$ cat src/hdl/dct_pkg.sv
// Widths, cosine constants, cut positions and beat types of the 16-point column DCT
`default_nettype none

package dct_pkg;

    // Vector geometry
    localparam int N_POINTS = 16;
    localparam int N_HALF   = N_POINTS / 2;

    // Sample and coefficient widths
    localparam int SAMPLE_W = 11;
    localparam int COEF_W   = 12;
    localparam int RAW_W    = 21;

    // Butterfly stage widths, one bit of growth per fold
    localparam int FOLD_W   = SAMPLE_W + 1;
    localparam int STAGE2_W = FOLD_W + 1;
    localparam int STAGE3_W = FOLD_W + 2;
    localparam int STAGE4_W = FOLD_W + 3;

    // Raw bits kept for the coefficient, 12 bits with 5 fraction bits dropped
    localparam int CUT_LSB = 5;
    localparam int CUT_MSB = 16;

    // DC right shifts for block and plain mode
    localparam int DC_SHIFT_BLOCK = 3;
    localparam int DC_SHIFT_PLAIN = 1;

    // Cosine constants in 1.6 fixed point
    // Index 16 is the zero crossing, used by the folding rule
    localparam logic signed [6:0] COS_C [0:16] = '{
        7'sd16, 7'sd23, 7'sd22, 7'sd22, 7'sd21, 7'sd20, 7'sd19, 7'sd17,
        7'sd16, 7'sd14, 7'sd13, 7'sd11, 7'sd9,  7'sd7,  7'sd4,  7'sd2,
        7'sd0
    };

    typedef logic signed [SAMPLE_W-1:0] sample_t;
    typedef logic signed [COEF_W-1:0]   coef_t;
    typedef logic signed [RAW_W-1:0]    raw_t;

    // One word of the first fold, sum or difference of a sample pair
    typedef logic signed [FOLD_W-1:0]   fold_word_t;

    // Input beat, samples[n] is sample n
    typedef struct packed {
        logic                        valid;
        logic                        block_flag;
        sample_t [N_POINTS-1:0]      samples;
    } sample_vec_t;

    // First fold, sum[n] = x[n] + x[15-n], diff[n] = x[n] - x[15-n]
    typedef struct packed {
        logic                        valid;
        logic                        block_flag;
        fold_word_t [N_HALF-1:0]     sum;
        fold_word_t [N_HALF-1:0]     diff;
    } fold_t;

    // coef[j] holds raw coefficient 2j
    typedef struct packed {
        raw_t [N_HALF-1:0]           coef;
    } even_raw_t;

    // coef[j] holds raw coefficient 2j+1
    typedef struct packed {
        raw_t [N_HALF-1:0]           coef;
    } odd_raw_t;

    // Output beat, coef[k] is coefficient k
    typedef struct packed {
        logic                        valid;
        coef_t [N_POINTS-1:0]        coef;
    } coef_vec_t;

endpackage

`default_nettype wire
$ cat src/hdl/dct_odd_part.sv
// Constant-product accumulation producing raw coefficients 1, 3, 5, 7, 9, 11, 13 and 15
`default_nettype none

module dct_odd_part (
    input  dct_pkg::fold_t    fold,
    output dct_pkg::odd_raw_t odd_raw
);
    import dct_pkg::*;

    // Signed cosine weight of difference n for coefficient k
    // Phase m = k(2n+1) mod 64 is folded back onto the first quarter
    function automatic logic signed [7:0] fold_weight(input int k, input int n);
        int                m;
        logic signed [7:0] w;
        m = (k * (2 * n + 1)) % 64;
        if (m <= 16) begin
            // First quarter, positive
            w = COS_C[m];
        end else if (m <= 32) begin
            // Second quarter, mirrored and negated
            w = -COS_C[32 - m];
        end else if (m <= 48) begin
            // Third quarter, negated
            w = -COS_C[m - 32];
        end else begin
            // Fourth quarter, mirrored
            w = COS_C[64 - m];
        end
        return w;
    endfunction

    // Products of each difference with its weight, one row per coefficient
    raw_t prod [0:N_HALF-1][0:N_HALF-1];

    always_comb begin
        for (int i = 0; i < N_HALF; i++) begin
            for (int n = 0; n < N_HALF; n++) begin
                // Both operands signed, extended to raw width before the product
                prod[i][n] = raw_t'(fold.diff[n]) * raw_t'(fold_weight(2 * i + 1, n));
            end
        end
    end

    // Sum of eight products per coefficient
    always_comb begin
        raw_t acc;
        for (int i = 0; i < N_HALF; i++) begin
            acc = '0;
            for (int n = 0; n < N_HALF; n++) begin
                acc = acc + prod[i][n];
            end
            // Worst case stays below 2^20, no wrap at raw width
            odd_raw.coef[i] = acc;
        end
    end

endmodule

`default_nettype wire

$ cat config.mk
export PLATFORM = sky130hd
export DESIGN_NAME = dct_odd_part
export DESIGN_NICKNAME = d
export VERILOG_FILES = /design/src/hdl/dct_pkg.sv /design/src/hdl/dct_odd_part.sv
export SDC_FILE = /design/constraint.sdc
export NUM_CORES = 2
export LEC_CHECK = 0
export ABC_AREA = 1
export BUFFER_PORTS_ARGS = -buffer_cell sky130_fd_sc_hd__buf_2
export CORE_MARGIN = 4
export CORE_UTILIZATION = 40
export DETAILED_ROUTE_END_ITERATION = 12
export PLACE_DENSITY = 0.54
export SYNTH_ARGS = -nofsm -noshare
export SYNTH_HDL_FRONTEND = slang
export SYNTH_SLANG_ARGS = --single-unit
$ cat constraint.sdc
create_clock -name vclk -period 19.55
set_clock_uncertainty 0.2 [all_clocks]
set_input_delay 0.9775 -clock vclk [all_inputs]
set_output_delay 0.9775 -clock vclk [all_outputs]
set_load 0.005 [all_outputs]
# Word level (Yosys, flattened, before mapping)
# Index checks and enable logic that the tools add are counted.
[classes] add_sub_neg=57 mul=56 div_mod_pow=0 magnitude_cmp=0 n_eq_ne=0 n_shift=0 mux=0 n_bitwise=0 reduce_logical=0
[ops] cell="$mul 12x4->16 const B" n=24
[ops] cell="$add 21x18->21" n=14
[ops] cell="$mul 12x6->18 const B" n=16
[ops] cell="$mul 12x5->17 const B" n=16
[ops] cell="$add 21x17->21" n=8
[ops] cell="$add 20x18->21" n=5
[ops] cell="$add 19x18->20" n=5
[ops] cell="$add 21x16->21" n=4
[ops] cell="$add 21x13->21" n=3
[ops] cell="$add 18x17->19" n=3
[ops] cell="$add 17x18->19" n=2
[ops] cell="$add 20x13->21" n=1
[ops] cell="$add 20x16->21" n=1
[ops] cell="$add 20x17->21" n=1
[ops] cell="$add 21x21->21" n=1
[ops] cell="$add 19x13->20" n=1
[ops] cell="$add 19x16->20" n=1
[ops] cell="$add 19x17->20" n=1
[ops] cell="$neg 12->20" n=1
[ops] cell="$add 16x18->19" n=1
[ops] cell="$add 18x13->19" n=1
[ops] cell="$add 18x18->19" n=1
[ops] cell="$add 17x17->18" n=1
[ops] cell="$add 13x16->17" n=1
[word_totals] ff_bits=0 latchBits=0 ramBits=0 rom_bits=0 inputBits=194 output_inout_bits=168 word_cells=113 n_memories=0

# Longest topological paths before layout
[logic_depth] ltp_word=8 mapped_depth=41 mapped_depth_nobuf=41

# Worst setup path after synthesis
# Ideal clock, no wire load.
[synth_timing] path_type="input port to output port" start="input port fold[49] (netlist bit)" end="output port odd_raw[123] (netlist bit)" arrival_time_ns=8.354 t_required_ns=18.372 path_slack_ns=10.019 stages=32 n_path_buf=0 path_cell_list="inv_1 -> ha_1 -> fa_1 -> inv_1 -> fa_1 -> fa_1 -> nor2_1 -> a211oi_1 -> o21ai_0 -> xor2_1 -> fa_1 -> fa_1 -> inv_1 -> fa_1 -> fa_1 -> fa_1 -> inv_1 -> fa_1 -> inv_1 -> fa_1 -> inv_1 -> ha_1 -> a21oi_1 -> o21ai_0 -> a21oi_1 -> nand2_1 -> nand2_1 -> nand2_1 -> a21oi_1 -> nor2_1 -> nor2_1 -> xor2_1"
[synth_rtl] item="from (decl)" line="dct_odd_part.sv:5" rtl="input dct_pkg::fold_t fold,"
[synth_rtl] item="to (decl)" line="dct_odd_part.sv:6" rtl="output dct_pkg::odd_raw_t odd_raw"

==> out/qor.yml <==
drive_gt1_frac: 0.0506
synth.distinct_cells: 66
drt_pass1_iterations: 6
n_fill_cell: 20225
fmax_mhz: 74.8
first_global_vias: 63303
worstPathArrival_ps: 12180
io_buffers: 264
seq_cell_count: 0
relSlewSlack: 0.151
most-common-layout-cells: "inv_1 (3281), fa_1 (1785), ha_1 (1520), nand2_1 (582), a21oi_1 (405)"
crit_top_cell: "fa_1"
critPathCaptureType: "primary output"
syn-num-nets: 12391
drv_slew: 0
dp_slack_ps: 6540
required_ps: 18370
wl_per_cell_um: 29.9
via_count: 59843
status: "finished, final reports clean"
gp_congestion: 1.03
area_growth_pct: 6.89
nets: 12772
syn_area_um2: 80300
initial_core_util: 0.402
cts_hold_buf: 0
hold_viol: 0
grt_pass1_wl_um: 497000
seq_area_um2: 0
hp-class: "in -> out"
grt_max_degree: 31
cp-start-kind: "input pin"
cts_setup_buffers: 0
place_hpwl_um: 318000
cts_resized: 0
antenna_found_initial: 11
period_needed_ps: 13360
die_area_um2: 208000
ios: 362
yosysSeqAreaShare: 0
setup_slack_ps: 6190
final_common_cell: "inv_1"
grt_usage: 0.344
remaining_drc_errors: 0
dpl-instance-area_um2: 85800
cp_max_fo: 18
ant_nets: 0
rows: 164
drt_iter0_markers: 5144
multi_input_area_um2: 67800
slowest_delay_ps: 770
clkbuf_count: 0
rsz0062_at_grt: "false"
criticalPathCategory: "in -> out"
post-route-period-util: 0.683
worstMarginPinSlew_ps: 1260
design.core.area_um2: 200000
setup-violations-final: 0
fin_area_um2: 85800
yosys_warnings: 0
fin_tns_setup_ps: 0
max-cap-violations: 0
grt_overflow: 0
cp_slowest_cell: "xnor2_1"
synthCells: 8892
wl_um: 357000
die_x_um: 456
syn_area_per_cell_um2: 9.03
vias_per_cell: 5.02
fp.dieH_um: 456
[synth_stat cells, drive strengths merged, types with 9 or more instances]
cell	instances	area [um2]
a21o	28	210
a21oi	408	2050
a31oi	28	181
buf	10	80.1
fa	1785	35700
ha	1520	19000
inv	3294	12400
nand2	601	2340
nand3	124	648
nand4	30	188
nor2	201	767
nor3	44	235
o2111ai	18	158
o211ai	14	110
o21ai	169	868
o21bai	28	225
o31ai	10	85.1
or2	9	56.3
xnor2	156	1370
xor2	359	3150
[worst max-delay path: cells and delay by family]
| family | cells | cell delay (ps) |
|---|---|---|
| adder cells (fa/ha/maj) | 13 | 5850 |
| AND/OR/NAND/NOR | 7 | 2160 |
| buffers and inverters | 10 | 1560 |
| XOR/XNOR | 2 | 1070 |
| AO/OA/AOI/OAI | 2 | 510 |
[stage by stage]
stage | utilization | std cells | hold WS [ps]
after detailed placement | 0.430 | 11927 | 2560
after global routing | 0.430 | 11928 | 2580
after global placement | 0.430 | 11927 | 2540
after CTS | 0.430 | 11927 | 2570
after floorplan | - | 8892 | 1870
final | 0.430 | 11932 | 2550
[layout make-up]
| type | instances | area share |
|---|---|---|
| well taps | 2656 | 0.0387 |
| repair buffers | 393 | 0.0267 |
| diodes | 5 | 0.000146 |
| inverters | 3294 | 0.144 |
| multi-input cells | 5584 | 0.790 |
[worst paths after layout]
| kind | startpoint | to | slack (ps) | depth (start not counted) |
|---|---|---|---|---|
| max | fold[38] | odd_raw[54] | 6190 | 34 |
| min | fold[38] | odd_raw[84] | 2550 | 4 |
[routing by layer]
| layer | vias up | track usage | wire (um) |
|---|---|---|---|
| met5 | - | 0 | 0 |
| met4 | 0 | 0.190 | 26100 |
| met3 | 471 | 0.0440 | 22400 |
| met2 | 2161 | 0.534 | 157000 |
| met1 | 30426 | 0.468 | 151000 |
| li1 | 26785 | - | - |
[cell families (layout without fill, tap and decap cells)]
logic type,count (synthesis),after routing,synth area share
other cells,1,6,0.0000467
fa+ha+maj,3305,3305,0.682
xor+xnor,515,515,0.0564
compound gates,739,739,0.0523
simple gates,1024,1024,0.0540
buf+inv,3308,3687,0.155
