<file path="src/hdl/dct_pkg.sv">
// Widths, cosine constants, cut positions and beat types of the 16-point column DCT
`default_nettype none

package dct_pkg;

    // Vector geometry
    localparam int N_POINTS = 16;
    localparam int N_HALF   = N_POINTS / 2;

    // Sample and coefficient widths
    localparam int SAMPLE_W = 11;
    localparam int COEF_W   = 12;
    localparam int RAW_W    = 21;

    // Butterfly stage widths, one bit of growth per fold
    localparam int FOLD_W   = SAMPLE_W + 1;
    localparam int STAGE2_W = FOLD_W + 1;
    localparam int STAGE3_W = FOLD_W + 2;
    localparam int STAGE4_W = FOLD_W + 3;

    // Raw bits kept for the coefficient, 12 bits with 5 fraction bits dropped
    localparam int CUT_LSB = 5;
    localparam int CUT_MSB = 16;

    // DC right shifts for block and plain mode
    localparam int DC_SHIFT_BLOCK = 3;
    localparam int DC_SHIFT_PLAIN = 1;

    // Cosine constants in 1.6 fixed point
    // Index 16 is the zero crossing, used by the folding rule
    localparam logic signed [6:0] COS_C [0:16] = '{
        7'sd16, 7'sd23, 7'sd22, 7'sd22, 7'sd21, 7'sd20, 7'sd19, 7'sd17,
        7'sd16, 7'sd14, 7'sd13, 7'sd11, 7'sd9,  7'sd7,  7'sd4,  7'sd2,
        7'sd0
    };

    typedef logic signed [SAMPLE_W-1:0] sample_t;
    typedef logic signed [COEF_W-1:0]   coef_t;
    typedef logic signed [RAW_W-1:0]    raw_t;

    // One word of the first fold, sum or difference of a sample pair
    typedef logic signed [FOLD_W-1:0]   fold_word_t;

    // Input beat, samples[n] is sample n
    typedef struct packed {
        logic                        valid;
        logic                        block_flag;
        sample_t [N_POINTS-1:0]      samples;
    } sample_vec_t;

    // First fold, sum[n] = x[n] + x[15-n], diff[n] = x[n] - x[15-n]
    typedef struct packed {
        logic                        valid;
        logic                        block_flag;
        fold_word_t [N_HALF-1:0]     sum;
        fold_word_t [N_HALF-1:0]     diff;
    } fold_t;

    // coef[j] holds raw coefficient 2j
    typedef struct packed {
        raw_t [N_HALF-1:0]           coef;
    } even_raw_t;

    // coef[j] holds raw coefficient 2j+1
    typedef struct packed {
        raw_t [N_HALF-1:0]           coef;
    } odd_raw_t;

    // Output beat, coef[k] is coefficient k
    typedef struct packed {
        logic                        valid;
        coef_t [N_POINTS-1:0]        coef;
    } coef_vec_t;

endpackage

`default_nettype wire
</file>
<file path="src/hdl/dct_output_round.sv">
// DC scaling, bit cut, saturation and the output register
`default_nettype none

module dct_output_round (
    input  logic               clk,
    input  logic               reset,
    input  dct_pkg::fold_t     fold,
    input  dct_pkg::even_raw_t even_raw,
    input  dct_pkg::odd_raw_t  odd_raw,
    output dct_pkg::coef_vec_t out_beat
);
    import dct_pkg::*;

    // Clip to the 12-bit limit when the cut lost the sign of the raw value
    function automatic coef_t sat_cut(input coef_t cut, input logic raw_sign);
        coef_t res;
        if (cut[COEF_W-1] != raw_sign) begin
            res = raw_sign ? {1'b1, {(COEF_W-1){1'b0}}} : {1'b0, {(COEF_W-1){1'b1}}};
        end else begin
            res = cut;
        end
        return res;
    endfunction

    raw_t                  dc_shifted;
    coef_t [N_POINTS-1:0]  coef_next;

    // Arithmetic shift keeps the DC sign
    assign dc_shifted = fold.block_flag ? (even_raw.coef[0] >>> DC_SHIFT_BLOCK)
                                        : (even_raw.coef[0] >>> DC_SHIFT_PLAIN);

    always_comb begin
        // DC keeps the low bits after the shift
        coef_next[0] = sat_cut(dc_shifted[COEF_W-1:0], even_raw.coef[0][RAW_W-1]);
        // Coefficient 1 saturates like the DC
        coef_next[1] = sat_cut(odd_raw.coef[0][CUT_MSB:CUT_LSB], odd_raw.coef[0][RAW_W-1]);
        for (int j = 1; j < N_HALF; j++) begin
            // Remaining terms wrap
            coef_next[2*j]   = even_raw.coef[j][CUT_MSB:CUT_LSB];
            coef_next[2*j+1] = odd_raw.coef[j][CUT_MSB:CUT_LSB];
        end
    end

    always_ff @(posedge clk) begin
        out_beat.coef <= coef_next;
        if (reset) begin
            out_beat.valid <= 1'b0;
        end else begin
            out_beat.valid <= fold.valid;
        end
    end

endmodule

`default_nettype wire

</file>
<file path="config.mk">
export PLATFORM = sky130hd
export DESIGN_NAME = dct_output_round
export DESIGN_NICKNAME = d
export VERILOG_FILES = /design/src/hdl/dct_pkg.sv /design/src/hdl/dct_output_round.sv
export SDC_FILE = /design/constraint.sdc
export NUM_CORES = 1
export LEC_CHECK = 0
export BUFFER_PORTS_ARGS = -buffer_cell sky130_fd_sc_hd__buf_2
export CAP_MARGIN = 25
export CORE_AREA = 2 2 282 284
export CTS_CLUSTER_SIZE = 16
export DETAILED_ROUTE_END_ITERATION = 16
export DIE_AREA = 0 0 284 286
export GPL_TIMING_DRIVEN = 0
export HOLD_SLACK_MARGIN = 0.08
export PLACE_DENSITY = 0.31
export RECOVER_POWER = 25
export SLEW_MARGIN = 15
export SYNTH_ARGS = -nofsm -noshare
export SYNTH_HDL_FRONTEND = slang
export SYNTH_SLANG_ARGS = --single-unit
export TNS_END_PERCENT = 50
</file>
<file path="constraint.sdc">
create_clock -name clk -period 1.5 [get_ports clk]
set_clock_uncertainty 0.15 [all_clocks]
set_input_delay 0.15 -clock clk [delete_from_list [all_inputs] [get_ports clk]]
set_output_delay 0.15 -clock clk [all_outputs]
set_load 0.03 [all_outputs]
</file>
=== Word level (Yosys, flattened, before mapping) ===
Cells that the tools add are included.

* Input bits: 532
* Logic and storage cells: 24
* Register bits: 193
* Output and inout bits: 193

* Equal/unequal tests: 2
* Multiplexer cells: 5

{| class="wikitable"
|+ Operators by type and width
! cell !! number
|-
| 12-bit two-way mux || 5
|-
| 1-bit != test || 2
|}

=== Logic depth before layout (Yosys ltp) ===
* Depth in word-level cells: 3
* Mapped depth: 6
* Depth with buffers taken out: 4

=== Least setup slack after synthesis ===
Ideal clock, no wire load.

* Path kind: input to register
* From: input port fold[192] (netlist bit)
* To: register out_beat[10] (netlist bit)
* Setup time: 0.133 ns
* Data required time: 1.217 ns
* Path buffers: 2
* Stages on the path: 6
* Arrival: 1.143 ns
* Slack: 0.074 ns
* Path through: buf_6 -> mux2i_1 -> ha_1 -> nor2b_1 -> buf_2 -> a21oi_1

{| class="wikitable"
|+ RTL lines
! item !! RTL line !! text
|-
| start, declared || dct_output_round.sv:7 || <nowiki>input dct_pkg::fold_t fold,</nowiki>
|-
| end, declared || dct_output_round.sv:10 || <nowiki>output dct_pkg::coef_vec_t out_beat</nowiki>
|}

==> metrics.cfg <==
[clocking]
cts_buffer_depth = 2
cts_tree = yes
clk_pin_slew_ns = 0.09
numClockSinks = 193
cts-root-buf = clkbuf_16
postCtsSetupRepairBufs = 0
cts.htree.levels = 4
cts_buffers = 17
cts.hold.buffers_added = 224

[synth]
syn_area_um2 = 4253
ys_types = 10
ys_warn_count = 0
ys_seq_elements = 193
syn_nets = 790
ys_seq_area_frac = 0.9085
syn_avg_cell_area_um2 = 16.74
postSynthCellCount = 254

[global_route]
grt_remaining_overflow = 0
track_usage = 0.05676
antenna_found_initial = 11
grt_pass1_vias = 4741
grt_first_pass_wirelength_um = 31460
grt_max_degree = 21

[routing]
postRouteAntennaNets = 0
vias = 4355
drt-vias-per-instance = 2.228
wl_per_cell_um = 11.76
drt-pass1-iter-count = 4
drtIter0Drc = 39
drcViolationCount = 0
drt-total-wl_um = 23000

[finish]
syn2layout_area_growth_pct = 145.4
fillers = 8912
largest_register_ffs = 193
multi_input_area_um2 = 315.3
largest-register = out_beat
drive_gt1_frac = 0.4778
reg_top3 = out_beat x193
regArea_um2 = 3864
fin_nets = 1425

[power_and_ir_drop]
p_total_uw = 12450
powerDensity_nw_per_um2 = 1193
peakVddDrop_uv = 785.3
p_leak_uw = 0.004653

[critical_path]
setup.worst_path.end_class = register
cp.buffers_inverters = 3
startpoint_type = primary input
cp.depth = 6
crit_arrival_ns = 1.62
crit_chain = dlygate4sd3_1 -> buf_2 -> ha_1 -> nor2b_1 -> clkbuf_4 -> a21oi_1
slowest_delay_ns = 0.57
cp_slowest_cell = dlygate4sd3_1
critPathKind = in -> reg
required_ns = 1.69
critPathMaxFanout = 10
critPathTopFamily = buffers and inverters

[timing]
worst_pin_slew_ns = 0.6814
slew_headroom = 0.5457
holdWs_ns = 0.03173
rsz0062_at_grt = false
min_period_over_period = 0.9476
fmax_mhz = 703.6
drv_slew = 0
hold_viol_final = 0
fin_crit_ns = 1.421
setup_viol_count_final = 0

[place]
port_buffers = 392
hpwlAfterDp_um = 17030
gp_congestion = 0.7308

[die]
num_rows = 103
start_util = 0.05428
die_w_um = 284
coreArea_um2 = 78360
ioPinCount = 725
die_area_um2 = 81220
chipHeight_um = 286

[status]
status = finished, final reports clean

[worst_hold_path]
hold_path_end = out_beat[11]$_DFF_P_
hold_depth = 5
hp-start = even_raw[14]
worstHoldPathType = in -> reg

[job]
maxCapViolations = 0

-- stage by stage --
step	instance area [um2]	util	setup TNS [ns]	cells	worst slack (ns)
after floorplan	4253	-	0	254	0.07417
after global placement	7528	0.09608	-6.645	1696	-0.5605
after detailed placement	7528	0.09608	-6.880	1696	-0.5593
after CTS	10420	0.1330	0	1952	0.001734
after global routing	10430	0.1331	0	1952	0.009476
final	10440	0.1332	0	1955	0.07866
-- cells in the final DEF (no fill, tap or decap), drive strengths merged --
cell and count:
dfxtp 193, inv 20, dlygate4sd3 224, clkinv 5
a21oi 22, bufinv 1, clkbuf 21, mux2i 12
clkinvlp 1, ha 4, or2 2, buf 394
nor2b 3, diode 3
-- how the worst max path moves through the flow --
stage	to	from	slack [ns]
2_1_floorplan	out_beat[10]$_DFF_P_	fold[192]	0.07
5_1_grt	out_beat[1]$_DFF_P_	even_raw[20]	0.009
3_5_place_dp	out_beat[1]$_DFF_P_	fold[192]	-0.56
3_3_place_gp	out_beat[1]$_DFF_P_	fold[192]	-0.56
4_1_cts	out_beat[79]	out_beat[79]$_DFF_P_	0.002
6_report	out_beat[9]$_DFF_P_	even_raw[20]	0.08
-- cell families (layout without fill, tap and decap cells) --
group / count (synthesis) / in the layout / share of synthesized area
flops: 193 / 193 / 0.9085
fa+ha+maj: 4 / 4 / 0.01177
mux: 12 / 12 / 0.02824
simple gates: 5 / 5 / 0.007355
other cells: 0 / 3 / 0
buf+inv: 18 / 666 / 0.01824
compound gates: 22 / 22 / 0.02589
-- Yosys cell counts --
cell type	instances	area share
mux2i_1	12	0.028
clkbuf_1	2	0.0018
ha_1	4	0.012
dfxtp_1	193	0.91
inv_1	13	0.011
nor2b_1	3	0.0044
buf_2	2	0.0024
a21oi_1	22	0.026
or2_2	2	0.0029
buf_6	1	0.0026
-- per-layer routing --
metal | routed length (um) | track usage
met5 | 60 | 0
met1 | 8668 | 0.05508
met3 | 2800 | 0.03525
met2 | 10830 | 0.09322
met4 | 638 | 0.03118
-- final cells by class --
type,instances,share of cell area
sequential,193,0.3703
tap,1050,0.1259
timing repair buffer,616,0.4050
buffer,5,0.003357
antenna,3,0.0007194
inverter,13,0.004676
clock buffer,18,0.04209
clock inverter,14,0.01775
multi-input combinational,43,0.03022
-- timing repair --
action                                  4_1_cts  5_1_grt
endpoints found under the setup margin        7        8
gates resized for setup                       9        5
hold endpoints to repair                    193        2
-- power breakdown --
part	leakage (uW)	internal, uW	switching (uW)	total [uW]
registers	0.00163	5450	87.0	5530
logic	0.00272	848	1130	1980
clock network	0.000302	2460	2480	4940
total	0.00465	8750	3700	12500
Note: power is estimated with default switching activity, not from simulation.
