<file path="src/hdl/dct_pkg.sv">
// Widths, cosine constants, cut positions and beat types of the 16-point column DCT
`default_nettype none

package dct_pkg;

    // Vector geometry
    localparam int N_POINTS = 16;
    localparam int N_HALF   = N_POINTS / 2;

    // Sample and coefficient widths
    localparam int SAMPLE_W = 11;
    localparam int COEF_W   = 12;
    localparam int RAW_W    = 21;

    // Butterfly stage widths, one bit of growth per fold
    localparam int FOLD_W   = SAMPLE_W + 1;
    localparam int STAGE2_W = FOLD_W + 1;
    localparam int STAGE3_W = FOLD_W + 2;
    localparam int STAGE4_W = FOLD_W + 3;

    // Raw bits kept for the coefficient, 12 bits with 5 fraction bits dropped
    localparam int CUT_LSB = 5;
    localparam int CUT_MSB = 16;

    // DC right shifts for block and plain mode
    localparam int DC_SHIFT_BLOCK = 3;
    localparam int DC_SHIFT_PLAIN = 1;

    // Cosine constants in 1.6 fixed point
    // Index 16 is the zero crossing, used by the folding rule
    localparam logic signed [6:0] COS_C [0:16] = '{
        7'sd16, 7'sd23, 7'sd22, 7'sd22, 7'sd21, 7'sd20, 7'sd19, 7'sd17,
        7'sd16, 7'sd14, 7'sd13, 7'sd11, 7'sd9,  7'sd7,  7'sd4,  7'sd2,
        7'sd0
    };

    typedef logic signed [SAMPLE_W-1:0] sample_t;
    typedef logic signed [COEF_W-1:0]   coef_t;
    typedef logic signed [RAW_W-1:0]    raw_t;

    // One word of the first fold, sum or difference of a sample pair
    typedef logic signed [FOLD_W-1:0]   fold_word_t;

    // Input beat, samples[n] is sample n
    typedef struct packed {
        logic                        valid;
        logic                        block_flag;
        sample_t [N_POINTS-1:0]      samples;
    } sample_vec_t;

    // First fold, sum[n] = x[n] + x[15-n], diff[n] = x[n] - x[15-n]
    typedef struct packed {
        logic                        valid;
        logic                        block_flag;
        fold_word_t [N_HALF-1:0]     sum;
        fold_word_t [N_HALF-1:0]     diff;
    } fold_t;

    // coef[j] holds raw coefficient 2j
    typedef struct packed {
        raw_t [N_HALF-1:0]           coef;
    } even_raw_t;

    // coef[j] holds raw coefficient 2j+1
    typedef struct packed {
        raw_t [N_HALF-1:0]           coef;
    } odd_raw_t;

    // Output beat, coef[k] is coefficient k
    typedef struct packed {
        logic                        valid;
        coef_t [N_POINTS-1:0]        coef;
    } coef_vec_t;

endpackage

`default_nettype wire
</file>
<file path="src/hdl/dct_even_part.sv">
// Even butterfly tree producing raw coefficients 0, 2, 4, 6, 8, 10, 12 and 14
`default_nettype none

module dct_even_part (
    input  dct_pkg::fold_t    fold,
    output dct_pkg::even_raw_t even_raw
);
    import dct_pkg::*;

    // Second fold of the sums, pairs n and 7-n
    logic signed [STAGE2_W-1:0] ev_sum [0:3];
    logic signed [STAGE2_W-1:0] ev_dif [0:3];

    // Third fold, even-even part
    logic signed [STAGE3_W-1:0] ee_sum_a;
    logic signed [STAGE3_W-1:0] ee_sum_b;
    logic signed [STAGE3_W-1:0] ee_dif_a;
    logic signed [STAGE3_W-1:0] ee_dif_b;

    // Fourth fold, DC and coefficient 8
    logic signed [STAGE4_W-1:0] dc_sum;
    logic signed [STAGE4_W-1:0] c8_dif;

    always_comb begin
        for (int n = 0; n < 4; n++) begin
            ev_sum[n] = fold.sum[n] + fold.sum[N_HALF-1-n];
            ev_dif[n] = fold.sum[n] - fold.sum[N_HALF-1-n];
        end
    end

    // Groups {0,3,4,7} against {1,2,5,6} of the first-fold sums
    assign ee_sum_a = ev_sum[0] + ev_sum[3];
    assign ee_sum_b = ev_sum[1] + ev_sum[2];
    assign ee_dif_a = ev_sum[0] - ev_sum[3];
    assign ee_dif_b = ev_sum[1] - ev_sum[2];

    assign dc_sum = ee_sum_a + ee_sum_b;
    assign c8_dif = ee_sum_a - ee_sum_b;

    always_comb begin
        // Plain sum of all sixteen samples, scaled later
        even_raw.coef[0] = dc_sum;

        // Coefficient 8, single constant
        even_raw.coef[4] = c8_dif * COS_C[8];

        // Coefficients 4 and 12, rotation by C4 and C12
        even_raw.coef[2] = COS_C[4]  * ee_dif_a + COS_C[12] * ee_dif_b;
        even_raw.coef[6] = COS_C[12] * ee_dif_a - COS_C[4]  * ee_dif_b;

        // Coefficients 2, 6, 10 and 14 from the even-odd differences
        even_raw.coef[1] = COS_C[2]  * ev_dif[0] + COS_C[6]  * ev_dif[1]
                         + COS_C[10] * ev_dif[2] + COS_C[14] * ev_dif[3];
        even_raw.coef[3] = COS_C[6]  * ev_dif[0] - COS_C[14] * ev_dif[1]
                         - COS_C[2]  * ev_dif[2] - COS_C[10] * ev_dif[3];
        even_raw.coef[5] = COS_C[10] * ev_dif[0] - COS_C[2]  * ev_dif[1]
                         + COS_C[14] * ev_dif[2] + COS_C[6]  * ev_dif[3];
        // Last term lands on m = 34, hence the sign flip on C2
        even_raw.coef[7] = COS_C[14] * ev_dif[0] - COS_C[10] * ev_dif[1]
                         + COS_C[6]  * ev_dif[2] - COS_C[2]  * ev_dif[3];
    end

endmodule

`default_nettype wire

</file>
<file path="config.mk">
export PLATFORM = sky130hd
export DESIGN_NAME = dct_even_part
export DESIGN_NICKNAME = d
export VERILOG_FILES = /design/src/hdl/dct_pkg.sv /design/src/hdl/dct_even_part.sv
export SDC_FILE = /design/constraint.sdc
export NUM_CORES = 2
export LEC_CHECK = 0
export BUFFER_PORTS_ARGS = -buffer_cell sky130_fd_sc_hd__buf_2
export CAP_MARGIN = 30
export CORE_MARGIN = 2
export CORE_UTILIZATION = 63
export DETAILED_ROUTE_END_ITERATION = 10
export PLACE_DENSITY = 0.82
export SLEW_MARGIN = 25
export SYNTH_ARGS = -nofsm -noshare
export SYNTH_HDL_FRONTEND = slang
export SYNTH_SLANG_ARGS = --single-unit
</file>
<file path="constraint.sdc">
create_clock -name vclk -period 28.9
set_input_delay 8.67 -clock vclk [all_inputs]
set_output_delay 8.67 -clock vclk [all_outputs]
set_load 0.02 [all_outputs]
</file>
-- After elaboration in Yosys (flattened, before gate mapping)
Cells that the tools add are included.
- multiply operators: 16
- add/sub/neg operators: 28
- operators by type and width (kind ; number):
    $mul 5x13->18 const A ; 8
    $mul 6x13->19 const A ; 4
    $add 12x12->13 ; 4
    $sub 12x12->13 ; 4
    $sub 20x19->21 ; 2
    $add 19x19->20 ; 2
    $mul 6x14->20 const A ; 2
    $mul 5x14->19 const A ; 2
    $add 13x13->14 ; 2
    $sub 13x13->14 ; 2
    $add 20x15->21 ; 1
    $add 20x18->21 ; 1
    $add 20x19->21 ; 1
    $add 21x15->21 ; 1
    $add 21x19->21 ; 1
    $sub 19x20->21 ; 1
    $sub 21x18->21 ; 1
    $sub 18x19->20 ; 1
    $sub 19x15->20 ; 1
    $sub 15x18->19 ; 1
    $add 14x14->15 ; 1
    $sub 14x14->15 ; 1
- output and inout bits: 168
- logic and storage cells: 44
- register bits after elaboration: 0

-- Depth between registers and ports, before layout
- depth in word-level cells: 5
- mapped depth: 37

-- Least setup slack after synthesis
No wires, ideal clock.
- path type: input port to output port
- start point: input port fold[120] in the netlist's numbering
- end point: output port even_raw[82] in the netlist's numbering
- stages: 35
- arrival: 16.863 ns
- data required time: 20.230 ns
- path buffers: 0
- setup slack: 3.367 ns
- cells stage by stage: inv_1 ha_1 inv_1 fa_1 a21o_1 a221oi_2 o21bai_1 a21oi_1 xor2_1 inv_1 ha_1 fa_1 ha_1 or3_1 o21ai_0 a21oi_1 a21o_1 a21oi_1 xnor2_1 ha_1 fa_1 fa_1 fa_1 inv_1 fa_1 fa_1 ha_1 a21o_1 a21oi_1 nand2_1 a211oi_1 nor3_1 or3_1 a21oi_1 xnor2_1
- RTL lines (what ; line ; source):
    from (decl) ; dct_even_part.sv:5 ; input dct_pkg::fold_t fold,
    to (decl) ; dct_even_part.sv:6 ; output dct_pkg::even_raw_t even_raw

==> metrics.md <==
| Metric | Value |
|---|---|
| Run status | `completed` |
| DRT Pass-1 Iters | `5` |
| Port Buffer Count | `260` |
| Cell Rows | `84` |
| Drt via density | `5.58` |
| Most frequent cells in the layout | `975 x inv_1, 769 x ha_1, 496 x fa_1` |
| Final-report max-slew violation count | `0` |
| Final Core Density | `67.9%` |
| Final period util | `95.0%` |
| TNS Setup | `0 ns` |
| Die area | `54700 sq um` |
| Period minus WS final | `27.46 ns` |
| Post-CTS Setup Bufs | `0` |
| Die Span X | `234 um` |
| Die Span Y | `234 um` |
| Drt total wl | `83900 um` |
| Vias in the first global route | `26300` |
| Critical path class | `in -> out` |
| Core Region | `52300 sq um` |
| RSZ-0062 raised after global routing | `false` |
| Fin Hold WS | `18.33 ns` |
| Slowest cell on crit path | `o41ai_1` |
| Most common cell after layout, fill and taps aside | `inv_1` |
| DRT iter0 DRCs | `1687` |
| CP required | `20.23 ns` |
| Crit-path max cell delay | `0.57 ns` |
| Worst-case headroom to the max-slew limit | `33.2%` |
| Synth cell types | `77` |
| Worst-margin pin slew | `0.994 ns` |
| Post-Syn Instances | `3803` |
| Total of warnings raised by yosys | `0` |
| Hpwl dp | `73700 um` |
| CP dominant cell by count | `fa_1` |
| CP endpoint kind | `output port` |
| Synthesis-to-layout area growth | `6.80%` |
| Largest net degree at the start of global routing | `28` |
| Drc violations | `0` |
| DR vias | `26500` |
| CP max FO | `6` |
| Final Hold Viols | `0` |
| Antenna violations before repair | `16` |
| Sequential fraction of the synthesis area | `0%` |
| Hold Buf Count CTS | `0` |
| Starting Density | `63.6%` |
| First-pass GRT wire length | `135000 um` |
| Placed insts | `4740` |
| Remaining antenna violation count | `0` |
| Post-CTS resize count | `0` |
| Syn Std Cell Area | `33300 sq um` |
| Mapped Avg Cell Area | `8.75 sq um` |
| Setup crit start kind | `input pin` |
| Final Setup Violations | `0` |
| Min-delay worst type | `in -> out` |
| Nets | `5513` |
| Clock buffer count | `0` |
| Ports | `362` |
| Ratio of cells with drive above 1 in the final layout | `8.56%` |
| Fmax | `36.4 MHz` |
| Placer Congestion | `0.938` |
| WP data arrival | `18.79 ns` |
| Sequential cell area | `0 sq um` |
| FF+latch count | `0` |
| Total gr overflow | `0` |
| Post-Layout Cell Count | `4751` |
| Global router's overall resource usage | `31.0%` |
| DR WL/cell | `17.7 um` |
| Number of max-cap violations | `0` |
## metrics by stage
| stage | instance area (sq um) | worst slack, ns |
|---|---|---|
| global placement | 35500 | 1.67 |
| CTS | 35500 | 1.59 |
| finish | 35500 | 1.44 |
| floorplan | 33300 | 3.37 |
| global route | 35500 | 1.11 |
| detailed placement | 35500 | 1.62 |
## worst max-delay path: cells and delay by family
kind                     cells  cell delay (ns)
AO/OA/AOI/OAI                9             2.59
XOR/XNOR                     3             0.84
adder cells (fa/ha/maj)     12             4.78
buffers and inverters        6             0.84
AND/OR/NAND/NOR              5             1.04
## Yosys cell counts, drive strengths merged (15+ instances only)
master | instances | area, sq um
a21oi | 189 | 946
fa | 496 | 9930
nor3 | 64 | 320
nor2b | 35 | 219
o21bai | 46 | 349
or3 | 15 | 93.8
xor2 | 97 | 850
o21a | 44 | 330
o31ai | 17 | 128
nand3 | 40 | 200
buf | 26 | 166
nand2b | 45 | 282
nor2 | 192 | 721
a21o | 57 | 428
ha | 769 | 9620
clkbuf | 28 | 106
o21ai | 107 | 536
a31oi | 22 | 159
nand2 | 70 | 263
inv | 976 | 3660
a211oi | 21 | 163
xnor2 | 240 | 2100
and3 | 23 | 144
## final cells by class
type                            instances  area, sq um
Multi-Input combinational cell       2774        29400
Fill cell                            4157        16800
Inverter                              978         3670
Timing Repair Buffer                  300         1600
Tap cell                              688          861
Antenna cell                           11         27.5
## path summary, 6_finish.rpt
path                  startpoint      endpoint  slack, ns  cells after the start
worst max-delay path   fold[120]  even_raw[82]       1.44                     35
worst min-delay path   fold[168]  even_raw[21]      18.33                      5
## cell families after synthesis
logic type / share of synthesized area (%)
buffers and inverters: 11.9
other: 0.0113
and+or+nand+nor: 8.00
xor gates and xnor gates: 8.87
adders and majority gates: 58.8
AOI/OAI and AO/OA: 12.0
muxes: 0.459
## layer usage
metal  global-route usage, %  vias to the layer above  share of wire, %
met3                    3.06                      178               5.8
li1                        -                    12600                 -
met5                       0                        -             0.093
met4                    11.8                       12               4.4
met1                    42.3                    12800                43
met2                    51.0                      825                46
Power is not shown: default switching activity piles up to over one toggle a cycle in this logic, so the estimate is an artifact.
