$ cat src/hdl/dct_pkg.sv
// Widths, cosine constants, cut positions and beat types of the 16-point column DCT
`default_nettype none

package dct_pkg;

    // Vector geometry
    localparam int N_POINTS = 16;
    localparam int N_HALF   = N_POINTS / 2;

    // Sample and coefficient widths
    localparam int SAMPLE_W = 11;
    localparam int COEF_W   = 12;
    localparam int RAW_W    = 21;

    // Butterfly stage widths, one bit of growth per fold
    localparam int FOLD_W   = SAMPLE_W + 1;
    localparam int STAGE2_W = FOLD_W + 1;
    localparam int STAGE3_W = FOLD_W + 2;
    localparam int STAGE4_W = FOLD_W + 3;

    // Raw bits kept for the coefficient, 12 bits with 5 fraction bits dropped
    localparam int CUT_LSB = 5;
    localparam int CUT_MSB = 16;

    // DC right shifts for block and plain mode
    localparam int DC_SHIFT_BLOCK = 3;
    localparam int DC_SHIFT_PLAIN = 1;

    // Cosine constants in 1.6 fixed point
    // Index 16 is the zero crossing, used by the folding rule
    localparam logic signed [6:0] COS_C [0:16] = '{
        7'sd16, 7'sd23, 7'sd22, 7'sd22, 7'sd21, 7'sd20, 7'sd19, 7'sd17,
        7'sd16, 7'sd14, 7'sd13, 7'sd11, 7'sd9,  7'sd7,  7'sd4,  7'sd2,
        7'sd0
    };

    typedef logic signed [SAMPLE_W-1:0] sample_t;
    typedef logic signed [COEF_W-1:0]   coef_t;
    typedef logic signed [RAW_W-1:0]    raw_t;

    // One word of the first fold, sum or difference of a sample pair
    typedef logic signed [FOLD_W-1:0]   fold_word_t;

    // Input beat, samples[n] is sample n
    typedef struct packed {
        logic                        valid;
        logic                        block_flag;
        sample_t [N_POINTS-1:0]      samples;
    } sample_vec_t;

    // First fold, sum[n] = x[n] + x[15-n], diff[n] = x[n] - x[15-n]
    typedef struct packed {
        logic                        valid;
        logic                        block_flag;
        fold_word_t [N_HALF-1:0]     sum;
        fold_word_t [N_HALF-1:0]     diff;
    } fold_t;

    // coef[j] holds raw coefficient 2j
    typedef struct packed {
        raw_t [N_HALF-1:0]           coef;
    } even_raw_t;

    // coef[j] holds raw coefficient 2j+1
    typedef struct packed {
        raw_t [N_HALF-1:0]           coef;
    } odd_raw_t;

    // Output beat, coef[k] is coefficient k
    typedef struct packed {
        logic                        valid;
        coef_t [N_POINTS-1:0]        coef;
    } coef_vec_t;

endpackage

`default_nettype wire
$ cat src/hdl/dct_input_fold.sv
// Input register and first butterfly fold into eight sums and eight differences
`default_nettype none

module dct_input_fold (
    input  logic                 clk,
    input  logic                 reset,
    input  dct_pkg::sample_vec_t in_beat,
    output dct_pkg::fold_t       fold
);
    import dct_pkg::*;

    // Registered input beat
    sample_vec_t beat_q;

    always_ff @(posedge clk) begin
        // Payload captured every cycle
        beat_q.samples    <= in_beat.samples;
        beat_q.block_flag <= in_beat.block_flag;
        if (reset) begin
            beat_q.valid <= 1'b0;
        end else begin
            beat_q.valid <= in_beat.valid;
        end
    end

    // Mirror pairs around the vector centre
    always_comb begin
        fold.valid      = beat_q.valid;
        fold.block_flag = beat_q.block_flag;
        for (int n = 0; n < N_HALF; n++) begin
            // One bit of growth, sign extended by the 12-bit context
            fold.sum[n]  = beat_q.samples[n] + beat_q.samples[N_POINTS-1-n];
            fold.diff[n] = beat_q.samples[n] - beat_q.samples[N_POINTS-1-n];
        end
    end

endmodule

`default_nettype wire

$ cat config.mk
export PLATFORM = sky130hd
export DESIGN_NAME = dct_input_fold
export DESIGN_NICKNAME = d
export VERILOG_FILES = /design/src/hdl/dct_pkg.sv /design/src/hdl/dct_input_fold.sv
export SDC_FILE = /design/constraint.sdc
export NUM_CORES = 1
export LEC_CHECK = 0
export BUFFER_PORTS_ARGS = -buffer_cell sky130_fd_sc_hd__clkbuf_2
export CAP_MARGIN = 20
export CELL_PAD_IN_SITES_DETAIL_PLACEMENT = 1
export CELL_PAD_IN_SITES_GLOBAL_PLACEMENT = 2
export CORE_AREA = 2 2 213 215
export CTS_CLUSTER_SIZE = 14
export DETAILED_ROUTE_END_ITERATION = 8
export DIE_AREA = 0 0 215 217
export PLACE_DENSITY_LB_ADDON = 0.1
export RECOVER_POWER = 100
export SYNTH_ARGS = -nofsm -noshare
export SYNTH_HDL_FRONTEND = slang
export SYNTH_SLANG_ARGS = --single-unit
$ cat constraint.sdc
create_clock -name clk -period 2.3 [get_ports clk]
set_input_delay 0.46 -clock clk [delete_from_list [all_inputs] [get_ports clk]]
set_output_delay 0.46 -clock clk [all_outputs]
set_load 0.005 [all_outputs]
### Yosys cells after proc, flatten, opt, wreduce, memory -nomap -nowiden

Index checks and enable logic that the tools add are counted.

| cells by class | value |
|---|---|
| add/subtract/negate cells | 16 |

Operator list:

| kind | count |
|---|---|
| adder 11 x 11 -> 12 bit | 8 |
| subtractor 11 x 11 -> 12 bit | 8 |

| storage, ports and cells | value |
|---|---|
| flip-flop bits (word level) | 178 |

### Longest topological paths before layout

Gate-level depths: netlist of the first run.

| depth | value |
|---|---|
| depth in word-level cells | 1 |
| depth in mapped cells | 8 |
| mapped depth without buffers | 8 |

### Worst setup path before layout of the first run

Ideal clock, no wire load.

| path | value |
|---|---|
| kind | register -> output |
| start | reg beat_q[11] in the netlist's numbering |
| end | out fold[118] in the netlist's numbering |
| path slack | 13 ps |
| stages on the path, launching flop included | 9 |
| arrival | 1,827 ps |
| data required time | 1,840 ps |
| buffers on the path | 0 |
| cells stage by stage | dfxtp_1 > ha_1 > inv_1 > fa_1 > o21ba_2 > o2111a_2 > o211a_1 > o21bai_2 > xnor2_1 |

RTL lines:

| item | line | source |
|---|---|---|
| start: declaration | dct_input_fold.sv:13 | `sample_vec_t beat_q;` |
| end: declaration | dct_input_fold.sv:8 | `output dct_pkg::fold_t fold` |

==> flow_metrics.tcl, run 1 <==
set metrics [dict create \
    result_of_the_run "complete, but fails checks" \
    violated_checks "negative setup slack" \
    setup_ws_final_ns -0.6719 \
    gp_congestion 0.8104 \
    core_area_sq_um 44700 \
    postSynthCellCount 1341 \
    avgSynthCellArea_sq_um 8.847 \
    fin_nets 2348 \
    globalRouteOverflowTotal 0 \
    cts_htree_levels 4 \
    number_of_stages_on_the_worst_hold_path 1 \
    grt.total_usage_pct 18.29 \
    core.rowCount 78 \
    cp.arrival_ns 2.51 \
    max-slew-margin-rel_pct 73.05 \
    worstMarginPinSlew_ns 0.4029 \
    avgViaCountPerCell 4.475 \
    maxCapViolCount 0 \
    cts-buffers-inserted 17 \
    dominantRegCellSynth "sky130_fd_sc_hd__dfxtp_1" \
    hold_violations 0 \
    switching_power_mw 3.940 \
    cell_internal_pwr_mw 7.669 \
    layout_min_cycle_time_ns 2.972 \
    layout.filler_cells 5151 \
    setup_violations 156 \
    post-route-drc-count 0 \
    fin_hold_ws_ns 0.07165 \
    wl_per_cell_um 16.83 \
    dp_hpwl_um 33220 \
    antenna_violating_nets_post_route 0 \
    mappedNetlistNets 1713 \
    path_cells "ha_4 -> inv_2 -> fa_2 -> o21ba_4 -> o2111a_2 -> o211a_1 -> o21bai_2 -> xnor2_1 -> buf_2" \
    worstHoldStart "in_beat[155]" \
    place_area_sq_um 15900 \
    hold-path-endpoint "beat_q[155]" \
    design.die.area_sq_um 46660 \
    synth_async_sr_flop_share_pct 0 \
    instances_no_fill 2592 \
    seq_power_share_pct 29.2 \
    required_ns 1.84 \
    cts.reportedPaths.clkPinSlew_ns 0.07 \
    post-place-cells 2481 \
    timing.final.crit_share_pct 129.2 \
    critical_path.endpoint_type "output port" \
    critical_path.max_fanout 2 \
    initial_utilization_pct 26.54 \
    first_pass_iters 4 \
    ys_ff_latch 178 \
    vdd.ir_drop.worst_v 0.0005006 \
    timing_max_transition_violations_final 0 \
    yosys.cell_types.count 68 \
    cts.sinks 178 \
    share_comb_of_total_power_pct 44.0 \
    floorplan.io_pins 374 \
    crit_path_top_delay_cell "sky130_fd_sc_hd__dfxtp_4" \
    grt_pass1_wl_um 66590 \
    cell_chosen_for_the_clock_root "sky130_fd_sc_hd__clkbuf_16" \
    routed-via-count 11599 \
    cp-start-kind "register" \
    achievable-frequency_mhz 336.5 \
    clk_path_buf_depth 2 \
    netSwitchingFraction_pct 33.94 \
    place_ws_ns -0.3932 \
    total_wire_length_um 43620 \
    timing.critical_path.max_delay_family "compound AO/OA/AOI/OAI gates" \
    port-buffer-count 373 \
    die_height_um 217 \
    cp.buffers_inverters 2 \
    layout.core_utilization_pct 45.71 \
    synth-edff-count 0 \
    clock_power_share_pct 26.8 \
    first_iter_violations 292 \
    tritoncts_clock_tree "yes" \
    synthesis.yosys.warnings 0 \
    synth_seq_area_share_pct 30.04 \
    power_density_nw_per_um2 568.2 \
    final_layout_size_suffix_gt1_share_pct 60.18 \
    antenna_violations_before_repair 10 \
    p_leak_nw 9.533 \
    worstSetupPathType "register to output port" \
    stdcell_area_sq_um 20430 \
    worst_hold_path_type "input port to register" \
    setup-tns-final_ns -57.55 \
    die_w_um 215 \
    rsz0062_at_grt "true" \
    grt_pass1_vias 12369 \
    mappedNetlistArea_sq_um 11860 \
    crit_path_max_incr_delay_ns 0.37 \
    power_mw 11.61 \
    grt_start_max_net_pins 17 \
    area_growth_syn_to_layout_pct 72.21 \
]
## cells in the final DEF, fill, tap and decap left out, drive strengths merged, types with 14 or more instances in the layout
cell type  Yosys  layout
xor2          55      55
fa            16      16
a21oi         89      89
o21bai        20      20
nand2b        18      18
dfxtp        178     178
nand2         38      38
o21a          14      14
xnor2         79      79
inv          184     186
ha           176     176
a31oi         32      32
nor3          31      31
buf           48     435
nor2b         39      39
o31a          21      21
or3           16      16
a21o          27      27
o21ai         21      21
nor2          96      96
clkbuf        19     269
## kinds of logic after synthesis
kind of cell    Yosys count  synth area share (%)
compound gates          310                 18.56
xor+xnor                134                 9.892
fa+ha+maj               192                 21.26
buf+inv                 251                 8.701
flops                   178                 30.04
mux                       2                0.1898
simple gates            274                 11.36
## registers in the layout, summed over array words and instances (netlist names)
signal and cells:
fold 2, beat_q 176
## Yosys cell counts (all sizes together), types with 19 or more instances
master	count	area [sq um]
nand2	38	142.6
ha	176	2202
inv	184	690.7
dfxtp	178	3563
o31a	21	183.9
buf	48	267.8
nor3	31	155.2
nor2	96	360.4
clkbuf	19	73.82
a31oi	32	200.2
o21bai	20	153.9
o21ai	21	108.9
xnor2	79	691.9
a21o	27	202.7
nor2b	39	244.0
a21oi	89	445.4
xor2	55	481.7
## how the worst max path moves through the flow
stage                     slack (ns)  depth (start not counted)        start         to
final                          -0.67                          9  beat_q[154]  fold[118]
after global routing           -0.80                          9  beat_q[132]  fold[142]
after CTS                      -0.75                          9   beat_q[55]   fold[68]
after detailed placement       -0.39                          9  beat_q[143]  fold[128]
after global placement         -0.34                          9   beat_q[22]  fold[126]
after floorplan                 0.01                          8   beat_q[11]  fold[118]
## power by group through the flow
stage / clock (mW) / sequential (mW) / combinational (mW)
CTS: 3.26 / 3.39 / 4.73
detailed placement: 0 / 3.42 / 3.83
finish: 3.11 / 3.39 / 5.11
floorplan: 0 / 3.40 / 1.95
global route: 3.35 / 3.41 / 5.53
global placement: 0 / 3.41 / 3.81
## per-layer routing
metal  track usage, %  up-vias  wire length (um)
met5                0        -                91
met1            21.80     5568             18650
met4            5.862       14               714
met3            4.948       57              2193
li1                 -     5756                 -
met2            31.93      204             21970
## what timing repair did
action	4_1_cts	5_1_grt
hold buffers	0	0
pin swaps	202	226
resized for setup	553	336
buffers inserted	58	58
setup endpoints to repair	160	161
## layout make-up
class                           count  area (sq um)  share of cell area [%]
Multi-Input combinational cell    912         10120                   49.53
Timing Repair Buffer              683          4548                   22.26
Sequential cell                   178          3690                   18.06
Tap cell                          600         750.7                   3.674
Inverter                          184         710.7                   3.478
Clock buffer                       21         450.4                   2.205
Clock inverter                     11         153.9                  0.7533
Antenna cell                        3         7.507                 0.03674
No activity file was read; power rests on OpenSTA's default activity.
==> run 2: changes to the inputs <==
--- a/config.mk
+++ b/config.mk
@@ -15,6 +15,7 @@
 export DIE_AREA = 0 0 215 217
 export PLACE_DENSITY_LB_ADDON = 0.1
 export RECOVER_POWER = 100
+export SKIP_LAST_GASP = 1
 export SYNTH_ARGS = -nofsm -noshare
 export SYNTH_HDL_FRONTEND = slang
 export SYNTH_SLANG_ARGS = --single-unit
==> flow_metrics.tcl, run 2 (synthesized netlist as in run 1, its figures left out) <==
set metrics [dict create \
    result_of_the_run "complete, but fails checks" \
    violated_checks "negative setup slack" \
    cts-buffers-inserted 17 \
    tritoncts_clock_tree "yes" \
    initial_utilization_pct 26.54 \
    total_wire_length_um 43330 \
    layout_min_cycle_time_ns 2.952 \
    worst_hold_path_type "input port to register" \
    die_w_um 215 \
    routed-via-count 11532 \
    rsz0062_at_grt "true" \
    cts.hold.buffers_added 0 \
    place_area_sq_um 15900 \
    path_cells "inv_1 -> ha_4 -> fa_2 -> nor2b_2 -> o31a_1 -> or2_1 -> a221o_1 -> xor2_1 -> buf_2" \
    antenna_violations_before_repair 10 \
    cts.reportedPaths.clkPinSlew_ns 0.07 \
    crit_path_top_delay_cell "sky130_fd_sc_hd__dfxtp_4" \
    gp_congestion 0.8104 \
    antenna_violating_nets_post_route 0 \
    hold_violations 0 \
    post-route-drc-count 0 \
    final_layout_size_suffix_gt1_share_pct 60.65 \
    cts.sinks 178 \
    globalRouteOverflowTotal 0 \
    maxCapViolCount 0 \
    vdd.ir_drop.worst_v 0.0005004 \
    cp-start-kind "register" \
    required_ns 1.84 \
    p_leak_nw 9.502 \
    port-buffer-count 373 \
    max-slew-margin-rel_pct 73.12 \
    timing_max_transition_violations_final 0 \
    core.rowCount 78 \
    avgViaCountPerCell 4.449 \
    cts_htree_levels 4 \
    setup_ws_final_ns -0.6519 \
    cp.arrival_ns 2.49 \
    wl_per_cell_um 16.72 \
    floorplan.io_pins 374 \
    grt_start_max_net_pins 17 \
    critical_path.endpoint_type "output port" \
    worstMarginPinSlew_ns 0.4018 \
    fin_nets 2349 \
    mostFrequentLayoutCell "sky130_fd_sc_hd__clkbuf_2" \
    critical_path.max_fanout 2 \
    cp.buffers_inverters 2 \
    timing.critical_path.max_delay_family "compound AO/OA/AOI/OAI gates" \
    area_growth_syn_to_layout_pct 71.86 \
    first_pass_iters 4 \
    mostFrequentLayoutCells "244 x sky130_fd_sc_hd__clkbuf_2, 227 x sky130_fd_sc_hd__buf_4, 132 x sky130_fd_sc_hd__inv_1" \
    setup_violations 157 \
    die_height_um 217 \
    worstSetupPathType "register to output port" \
    achievable-frequency_mhz 338.8 \
    power_mw 11.58 \
    stdcell_area_sq_um 20390 \
    layout.core_utilization_pct 45.62 \
    first_iter_violations 300 \
    power_density_nw_per_um2 568.1 \
    layout.filler_cells 5138 \
    max_flop_register "beat_q" \
    crit_path_max_incr_delay_ns 0.36 \
    grt.total_usage_pct 18.12 \
    clk_path_buf_depth 2 \
    cell_chosen_for_the_clock_root "sky130_fd_sc_hd__clkbuf_16" \
    largest_register_ffs 176 \
    design.die.area_sq_um 46660 \
    setup-tns-final_ns -58.78 \
    timing.final.crit_share_pct 128.3 \
    core_area_sq_um 44700 \
    grt_pass1_wl_um 66010 \
    dp_hpwl_um 33220 \
    grt_pass1_vias 12280 \
]
[run 2: timing repair]
action	4_1_cts	5_1_grt
pin swaps	202	235
resized for setup	499	379
endpoints found under the setup margin	160	161
buffers inserted	58	64
[run 2: routing by layer]
layer / GRT usage, % / wire length, um / vias up
met5: 0 / 91 / -
met1: 21.58 / 18720 / 5509
met4: 5.701 / 702 / 14
li1: - / - / 5756
met2: 31.56 / 21600 / 202
met3: 5.087 / 2223 / 51
[run 2: stage by stage]
| step | instances | setup slack, ns | hold WS (ns) |
|---|---|---|---|
| 6_report | 2592 | -0.6519 | 0.07125 |
| 5_1_grt | 2591 | -0.7847 | 0.03294 |
| 4_1_cts | 2554 | -0.7487 | 0.01784 |
| 3_5_place_dp | 2481 | -0.3932 | 0.5644 |
| 3_3_place_gp | 2481 | -0.3443 | 0.5634 |
| 2_1_floorplan | 1341 | 0.01292 | 0.4877 |
[run 2: worst paths after layout]
path                      from     endpoint  depth (start not counted)
hold / removal    in_beat[155]  beat_q[155]                          1
setup / recovery    beat_q[55]     fold[68]                          9
[run 2: final cells by class]
type	count	area, sq um	area share [%]
Antenna cell	2	5.005	0.02455
Clock buffer	21	450.4	2.209
Clock inverter	11	153.9	0.7548
Inverter	184	715.7	3.510
Multi-Input combinational cell	912	10100	49.52
Sequential cell	178	3691	18.10
Tap cell	600	750.7	3.682
Timing Repair Buffer	684	4526	22.20
[run 2: report_power, final]
group	switching, mW	leakage, nW	total [mW]	internal, mW
sequential	0.133	1.51	3.39	3.26
clock	1.37	0.288	3.11	1.74
combinational	2.43	7.71	5.08	2.65
total	3.93	9.50	11.6	7.65
